### src/dcachePkg.sv
package dcachePkg;

	// Cache geometry
	localparam int wordWidth = 32;
	localparam int numSets = 16;
	localparam int idxWidth = 4;
	// 32 minus index, block offset and byte offset bits
	localparam int tagWidth = 25;

	typedef logic [wordWidth-1:0] wordT;

	// Request address split
	typedef struct packed {
		logic [tagWidth-1:0] tag;
		logic [idxWidth-1:0] idx;
		logic blkOff;
		logic [1:0] bytOff;
	} dcacheAddrT;

	// Two-word cache block
	typedef struct packed {
		wordT wordA;
		wordT wordB;
	} blockT;

	typedef enum logic [3:0] {
		idle, readHit, overwrite, writeHit,
		writeBackA, writeBackB, fetchA, fetchB
	} cacheStateT;

endpackage

### src/cacheWay.sv
`timescale 1ns/1ps

module cacheWay (
	input logic CLK,
	input logic nRST,
	input dcachePkg::dcacheAddrT reqAddr,
	input logic fill,
	input logic write,
	input logic clean,
	input logic wordSel,
	input dcachePkg::wordT fillData,
	input dcachePkg::wordT storeData,
	output logic hit,
	output logic valid,
	output logic dirty,
	output logic [dcachePkg::tagWidth-1:0] storedTag,
	output dcachePkg::wordT readWord,
	output dcachePkg::blockT block
);
	import dcachePkg::*;

	// One entry per set
	logic [tagWidth-1:0] tagArr [numSets];
	blockT dataArr [numSets];
	logic [numSets-1:0] validBits;
	logic [numSets-1:0] dirtyBits;

	// Lookup at the request index
	assign valid = validBits[reqAddr.idx];
	assign dirty = dirtyBits[reqAddr.idx];
	assign storedTag = tagArr[reqAddr.idx];
	assign block = dataArr[reqAddr.idx];
	assign hit = valid && (storedTag == reqAddr.tag);

	// Word within the block picked by the block offset
	assign readWord = reqAddr.blkOff ? block.wordB : block.wordA;

	// Entry flags
	always_ff @(posedge CLK, negedge nRST) begin
		if (!nRST) begin
			validBits <= '0;
			dirtyBits <= '0;
		end else begin
			if (fill) begin
				// Refilled words match memory
				validBits[reqAddr.idx] <= 1'b1;
				dirtyBits[reqAddr.idx] <= 1'b0;
			end else if (write) begin
				dirtyBits[reqAddr.idx] <= 1'b1;
			end else if (clean) begin
				dirtyBits[reqAddr.idx] <= 1'b0;
			end
		end
	end

	// Tag and block storage
	always_ff @(posedge CLK) begin
		if (fill) begin
			tagArr[reqAddr.idx] <= reqAddr.tag;
			if (wordSel) begin
				dataArr[reqAddr.idx].wordB <= fillData;
			end else begin
				dataArr[reqAddr.idx].wordA <= fillData;
			end
		end else if (write) begin
			// Requester's store lands at its own word
			if (reqAddr.blkOff) begin
				dataArr[reqAddr.idx].wordB <= storeData;
			end else begin
				dataArr[reqAddr.idx].wordA <= storeData;
			end
		end
	end

endmodule

### src/lruTable.sv
`timescale 1ns/1ps

module lruTable (
	input logic CLK,
	input logic nRST,
	input logic [dcachePkg::idxWidth-1:0] idx,
	input logic update,
	input logic usedWay,
	input logic validZero,
	input logic validOne,
	output logic victimWay
);
	import dcachePkg::*;

	// Last way used in each set
	logic [numSets-1:0] recUsed;

	always_ff @(posedge CLK, negedge nRST) begin
		if (!nRST) begin
			recUsed <= '0;
		end else if (update) begin
			recUsed[idx] <= usedWay;
		end
	end

	// Invalid ways are taken first with way 0 ahead of way 1
	always_comb begin
		if (!validZero) begin
			victimWay = 1'b0;
		end else if (!validOne) begin
			victimWay = 1'b1;
		end else begin
			victimWay = ~recUsed[idx];
		end
	end

endmodule

### src/cacheController.sv
`timescale 1ns/1ps

module cacheController (
	input logic CLK,
	input logic nRST,
	input logic dmemREN,
	input logic dmemWEN,
	input dcachePkg::wordT dmemAddr,
	output logic dhit,
	output dcachePkg::wordT dmemLoad,
	input logic hitZero,
	input logic hitOne,
	input logic dirtyZero,
	input logic dirtyOne,
	input logic [dcachePkg::tagWidth-1:0] tagZero,
	input logic [dcachePkg::tagWidth-1:0] tagOne,
	input dcachePkg::wordT wordZero,
	input dcachePkg::wordT wordOne,
	input dcachePkg::blockT blockZero,
	input dcachePkg::blockT blockOne,
	input logic victimWay,
	output logic fillZero,
	output logic fillOne,
	output logic writeZero,
	output logic writeOne,
	output logic cleanZero,
	output logic cleanOne,
	output logic wordSel,
	output logic lruUpdate,
	output logic usedWay,
	output logic memREN,
	output logic memWEN,
	input logic memWait,
	output dcachePkg::wordT memAddr,
	output dcachePkg::wordT memStore
);
	import dcachePkg::*;

	cacheStateT state, nextState;
	dcacheAddrT reqAddr;
	dcacheAddrT xferAddr;
	blockT victimBlock;
	logic [tagWidth-1:0] victimTag;
	logic anyHit, victimDirty, targetWay, fill, clean;

	assign reqAddr = dcacheAddrT'(dmemAddr);
	assign anyHit = hitZero || hitOne;
	assign victimDirty = victimWay ? dirtyOne : dirtyZero;

	// Target way is fixed once the request leaves idle
	always_ff @(posedge CLK, negedge nRST) begin
		if (!nRST) begin
			state <= idle;
			targetWay <= 1'b0;
		end else begin
			state <= nextState;
			if (state == idle) begin
				targetWay <= hitOne ? 1'b1 : (hitZero ? 1'b0 : victimWay);
			end
		end
	end

	always_comb begin
		nextState = state;
		case (state)
			idle: begin
				if (dmemREN || dmemWEN) begin
					if (anyHit) begin
						nextState = dmemWEN ? overwrite : readHit;
					end else begin
						nextState = victimDirty ? writeBackA : fetchA;
					end
				end
			end
			overwrite: nextState = writeHit;
			readHit, writeHit: nextState = idle;
			writeBackA: if (!memWait) nextState = writeBackB;
			writeBackB: if (!memWait) nextState = fetchA;
			fetchA: if (!memWait) nextState = fetchB;
			fetchB: if (!memWait) nextState = dmemWEN ? overwrite : idle;
			default: nextState = idle;
		endcase
	end

	// Victim contents for write-back
	assign victimTag = targetWay ? tagOne : tagZero;
	assign victimBlock = targetWay ? blockOne : blockZero;

	// Block-aligned word pair with the victim's tag during write-back
	always_comb begin
		xferAddr = reqAddr;
		xferAddr.bytOff = 2'b00;
		xferAddr.blkOff = (state == writeBackB) || (state == fetchB);
		if ((state == writeBackA) || (state == writeBackB)) begin
			xferAddr.tag = victimTag;
		end
	end

	assign memWEN = (state == writeBackA) || (state == writeBackB);
	assign memREN = (state == fetchA) || (state == fetchB);
	assign memAddr = (memREN || memWEN) ? wordT'(xferAddr) : '0;
	assign memStore = (state == writeBackB) ? victimBlock.wordB : victimBlock.wordA;

	// Way updates only on a completed transfer
	assign fill = memREN && !memWait;
	assign clean = (state == writeBackB) && !memWait;
	assign wordSel = (state == fetchB);
	assign fillZero = fill && !targetWay;
	assign fillOne = fill && targetWay;
	assign cleanZero = clean && !targetWay;
	assign cleanOne = clean && targetWay;
	assign writeZero = (state == overwrite) && !targetWay;
	assign writeOne = (state == overwrite) && targetWay;

	// Datapath response
	assign dhit = (state == readHit) || (state == writeHit);
	assign dmemLoad = (state == readHit) ? (targetWay ? wordOne : wordZero) : '0;
	assign lruUpdate = dhit;
	assign usedWay = targetWay;

endmodule

### src/dcacheTop.sv
`timescale 1ns/1ps

module dcacheTop (
	input logic CLK,
	input logic nRST,
	input logic dmemREN,
	input logic dmemWEN,
	input dcachePkg::wordT dmemAddr,
	input dcachePkg::wordT dmemStore,
	output logic dhit,
	output dcachePkg::wordT dmemLoad,
	output logic memREN,
	output logic memWEN,
	input logic memWait,
	output dcachePkg::wordT memAddr,
	output dcachePkg::wordT memStore,
	input dcachePkg::wordT memLoad
);
	import dcachePkg::*;

	dcacheAddrT reqAddr;
	logic hitZero, hitOne, validZero, validOne, dirtyZero, dirtyOne;
	logic [tagWidth-1:0] tagZero, tagOne;
	wordT wordZero, wordOne;
	blockT blockZero, blockOne;
	logic fillZero, fillOne, writeZero, writeOne, cleanZero, cleanOne, wordSel;
	logic lruUpdate, usedWay, victimWay;

	assign reqAddr = dcacheAddrT'(dmemAddr);

	cacheWay wayZero (
		.CLK, .nRST, .reqAddr, .fill(fillZero), .write(writeZero), .clean(cleanZero),
		.wordSel, .fillData(memLoad), .storeData(dmemStore), .hit(hitZero),
		.valid(validZero), .dirty(dirtyZero), .storedTag(tagZero),
		.readWord(wordZero), .block(blockZero)
	);

	cacheWay wayOne (
		.CLK, .nRST, .reqAddr, .fill(fillOne), .write(writeOne), .clean(cleanOne),
		.wordSel, .fillData(memLoad), .storeData(dmemStore), .hit(hitOne),
		.valid(validOne), .dirty(dirtyOne), .storedTag(tagOne),
		.readWord(wordOne), .block(blockOne)
	);

	lruTable lru (
		.CLK, .nRST, .idx(reqAddr.idx), .update(lruUpdate), .usedWay,
		.validZero, .validOne, .victimWay
	);

	cacheController ctrl (
		.CLK, .nRST, .dmemREN, .dmemWEN, .dmemAddr, .dhit, .dmemLoad,
		.hitZero, .hitOne, .dirtyZero, .dirtyOne, .tagZero, .tagOne,
		.wordZero, .wordOne, .blockZero, .blockOne, .victimWay,
		.fillZero, .fillOne, .writeZero, .writeOne, .cleanZero, .cleanOne,
		.wordSel, .lruUpdate, .usedWay,
		.memREN, .memWEN, .memWait, .memAddr, .memStore
	);

endmodule

### config.mk
export PLATFORM = sky130hd
export DESIGN_NAME = dcacheTop
export DESIGN_NICKNAME = d
export VERILOG_FILES = /design/src/dcachePkg.sv /design/src/cacheWay.sv /design/src/lruTable.sv /design/src/cacheController.sv /design/src/dcacheTop.sv
export SDC_FILE = /design/constraint.sdc
export NUM_CORES = 2
export LEC_CHECK = 0
export ABC_AREA = 1
export BUFFER_PORTS_ARGS = -buffer_cell sky130_fd_sc_hd__buf_2
export CAP_MARGIN = 20
export CELL_PAD_IN_SITES_DETAIL_PLACEMENT = 1
export CELL_PAD_IN_SITES_GLOBAL_PLACEMENT = 1
export CORE_MARGIN = 2
export CORE_UTILIZATION = 25
export CTS_CLUSTER_SIZE = 20
export DETAILED_ROUTE_END_ITERATION = 10
export GPL_TIMING_DRIVEN = 0
export PLACE_DENSITY = 0.49
export SYNTH_ARGS = -nofsm -noshare
export SYNTH_HDL_FRONTEND = slang
export SYNTH_SLANG_ARGS = --single-unit
### constraint.sdc
create_clock -name CLK -period 3.9 [get_ports CLK]
set_input_delay 0.39 -clock CLK [delete_from_list [all_inputs] [get_ports CLK]]
set_output_delay 0.39 -clock CLK [all_outputs]
set_load 0.02 [all_outputs]
==> metrics.cfg <==
[die]
fp.coreArea_um2=456100
ios=200
dieArea_um2=463100
rows=248
dieWidth_um=680.5
die_height_um=680.5
initial_utilization_pct=25.08

[global_routing]
grt-ovfl-total=0
grt_pass1_wl_um=693500
grt_max_degree=49
grt_pass1_vias=80255
antenna_found_initial=44
grt_use_total_pct=21.68

[synth]
synth_top_family_by_area=compound AO/OA/AOI/OAI gates
postSynthCellCount=8334
synth_compound_area_share_pct=11.38
synth_fa_ha_area_share_pct=0
synth_cell_type_count=37
ys_seq_area_share_pct=76.58
synthMuxAreaShare_pct=0
yosys.area.top_type_share_pct=74.74
synth_xor_area_share_pct=0
avgSynthCellArea_um2=13.73
synth-simple-area-share_pct=9.399
synthTopCellsByArea=edfxtp_1 (75%), nand2_1 (7.2%), a22oi_1 (6.6%)
netlist_area_um2=114400
synthArstFlopShare_pct=2.865
yosysWarnings=0
synth_seq_cells=2932
yosysTopAreaCell=edfxtp_1
synth_edf_count=2848
synth_ff_type=edfxtp_1

[finish]
final_common_cell=edfxtp_1
layout.nets=9345
final.fill_count=48598
area_growth_pct=24.35
drive_gt1_share_pct=18.60
fin_util_pct=31.19
final_cell_mix=edfxtp_1 (2848), nand2_1 (2167), a22oi_1 (1006)
layout.cells.non_filler=15523

[clock_network]
clockBufferDepth=4
clock_sinks=2932
cts_tree=yes
clk_pin_slew_ns=0.06
cts_root_buffer=clkbuf_16
cts-htree-levels=5
cts_made_buffers=338
clk_latency_ns=1.03

[sta]
timing.slew.headroom_pct=20.58
final-setup-viol-count=7
tightest_slew_ns=1.191
drv_slew=0
fmax_ghz=0.2536
finalHoldViolCount=0
skew_ns=0.08554
min_period_ns=3.944
post-route-period-util_pct=101.1
setup_ws_ns=-0.04382

[route]
routed_wl_um=518100
drc_errors=0
drtIter0Drc=9435
routed_via_density=5.148
dr.pass1.iters=6
ant_nets=0
num_vias=79909
wl_per_cell_um=33.38

[worst_hold_path]
hp-class=in -> reg
min_from=memLoad[17]
min_path_cells=3
hold_end=wayZero.dataArr[10][17]$_DFFE_PP_

[critical_path]
path_max_fanout=10
crit_type=in -> out
worst-path-stages=15
cp_top_family=buffers and inverters
endpoint_kind=output pin
cp_cell_sequence=buf_4, inv_4, nor2_4, buf_4, inv_4, clkbuf_16, clkbuf_8, buf_12, a21oi_2, o41ai_4, o21ai_4, buf_12, nor2_1, a211oi_2, buf_2
arrival_ns=3.55
startpoint_type=input pin
reg2reg_to=wayOne.dataArr[0][10]$_DFFE_PP_
max_stage_delay_ns=0.54
r2r_slack_ns=0.11
r2r-start=ctrl.state[1]$_DFFE_PN0P_
reg2regPathDepth=12
required_ns=3.51
cpMaxStageDelayCell=o41ai_4
path_buf_inv=9

[place]
io_buffers=192
dp_cells=14811
pre_cts_slack_ns=-2.499
dpl.hpwl_um=358300
gp_congestion=0.8671

[pwr]
power_w=0.07958
peakVddDrop_mv=0.3926
power.density_nw_per_um2=559.3
p_leak_nw=48.44

[run_status]
violations=negative setup slack
status=finished, violations left

[run]
drv_cap=0

-- flip-flops by register name (all words and copies together) (netlist names), named ones only --
| register | count |
|---|---|
| wayZero.dataArr | 1024 |
| wayOne.validBits | 16 |
| wayZero.tagArr | 400 |
| lru.recUsed | 16 |
| ctrl.state | 3 |
| ctrl.usedWay | 1 |
| wayOne.tagArr | 400 |
| wayZero.validBits | 16 |
| wayOne.dataArr | 1024 |
-- Yosys cell counts (84+ instances only) --
library cell  count
dfrtp_1          84
nor2_1          261
nand3_1         128
o21ai_0         242
edfxtp_1       2848
a22oi_1        1008
o21ai_1          86
buf_2           286
nor4_1           96
clkbuf_1        165
inv_1           118
a21oi_1         543
nand2_1        2184
-- per-layer routing --
metal	vias up	track usage (%)	routed length [um]
met5	-	0	27
met4	4	8.739	23680
met3	809	3.684	38350
met2	3635	34.52	236200
met1	42345	29.32	219900
li1	33116	-	-
-- worst min-delay path, delay by kind of cell --
kind | cells | cell delay [ns]
AOI/OAI and AO/OA | 1 | 0.08
buffers and inverters | 1 | 0.24
and+or+nand+nor | 1 | 0.12
-- cells by family (layout without fill, tap and decap cells) --
group                  Yosys count  count (layout)
AO/OA/AOI/OAI                 2023            2023
buffers and inverters          654            1833
flip-flops                    2932            2932
other                            1              11
AND/OR/NAND/NOR               2724            2724
-- worst max path at each step --
stage	from	end	slack, ns
floorplan	dmemAddr[5]	wayOne.dataArr[7][0]$_DFFE_PP_	0.42
detailed placement	dmemAddr[5]	wayZero.dataArr[7][12]$_DFFE_PP_	-2.50
finish	dmemAddr[5]	dmemLoad[11]	-0.04
CTS	dmemAddr[4]	dmemLoad[28]	-0.01
global placement	dmemAddr[5]	wayOne.dataArr[7][14]$_DFFE_PP_	-5.84
global route	ctrl.state[2]$_DFFE_PN0P_	dmemLoad[19]	-0.01
-- timing repair --
action / 4_1_cts / 5_1_grt
pin swaps: 49 / 11
cloned: 1 / 0
gates resized for setup: 540 / 81
buffers inserted: 60 / 15
endpoints found under the hold margin: 99 / 0
hold buffers: 11 / 0
setup endpoints to repair: 1874 / 264
-- layout make-up --
| cell class | count | area (um^2) | area share, % |
|---|---|---|---|
| Multi-Input combinational cell | 4749 | 25850 | 18.17 |
| Tap cell | 6000 | 7507 | 5.276 |
| Timing Repair Buffer | 573 | 6701 | 4.710 |
| Sequential cell | 2932 | 87620 | 61.59 |
| Buffer | 513 | 3487 | 2.451 |
| Clock inverter | 198 | 1719 | 1.208 |
| Inverter | 137 | 533.0 | 0.3746 |
| Antenna cell | 9 | 22.52 | 0.01583 |
| Clock buffer | 412 | 8840 | 6.213 |
-- power by group --
part	total, W	switching, W	internal, W
Clock	0.0310	0.0135	0.0174
Sequential	0.0361	0.000267	0.0359
Combinational	0.0125	0.00945	0.00305
Total	0.0796	0.0232	0.0564
-- stage by stage --
step                      hold WS [ns]  cell area (um^2)  setup TNS (ns)
after detailed placement        0.4160            128400        -2383.48
after CTS                     0.001768            141800        -0.01074
after floorplan                0.09441            114400               0
final                          0.01104            142300         -0.1541
after global routing         -0.005077            142300        -0.07147
after global placement          0.4392            122900               -
Power figures use the tool's default switching activity.
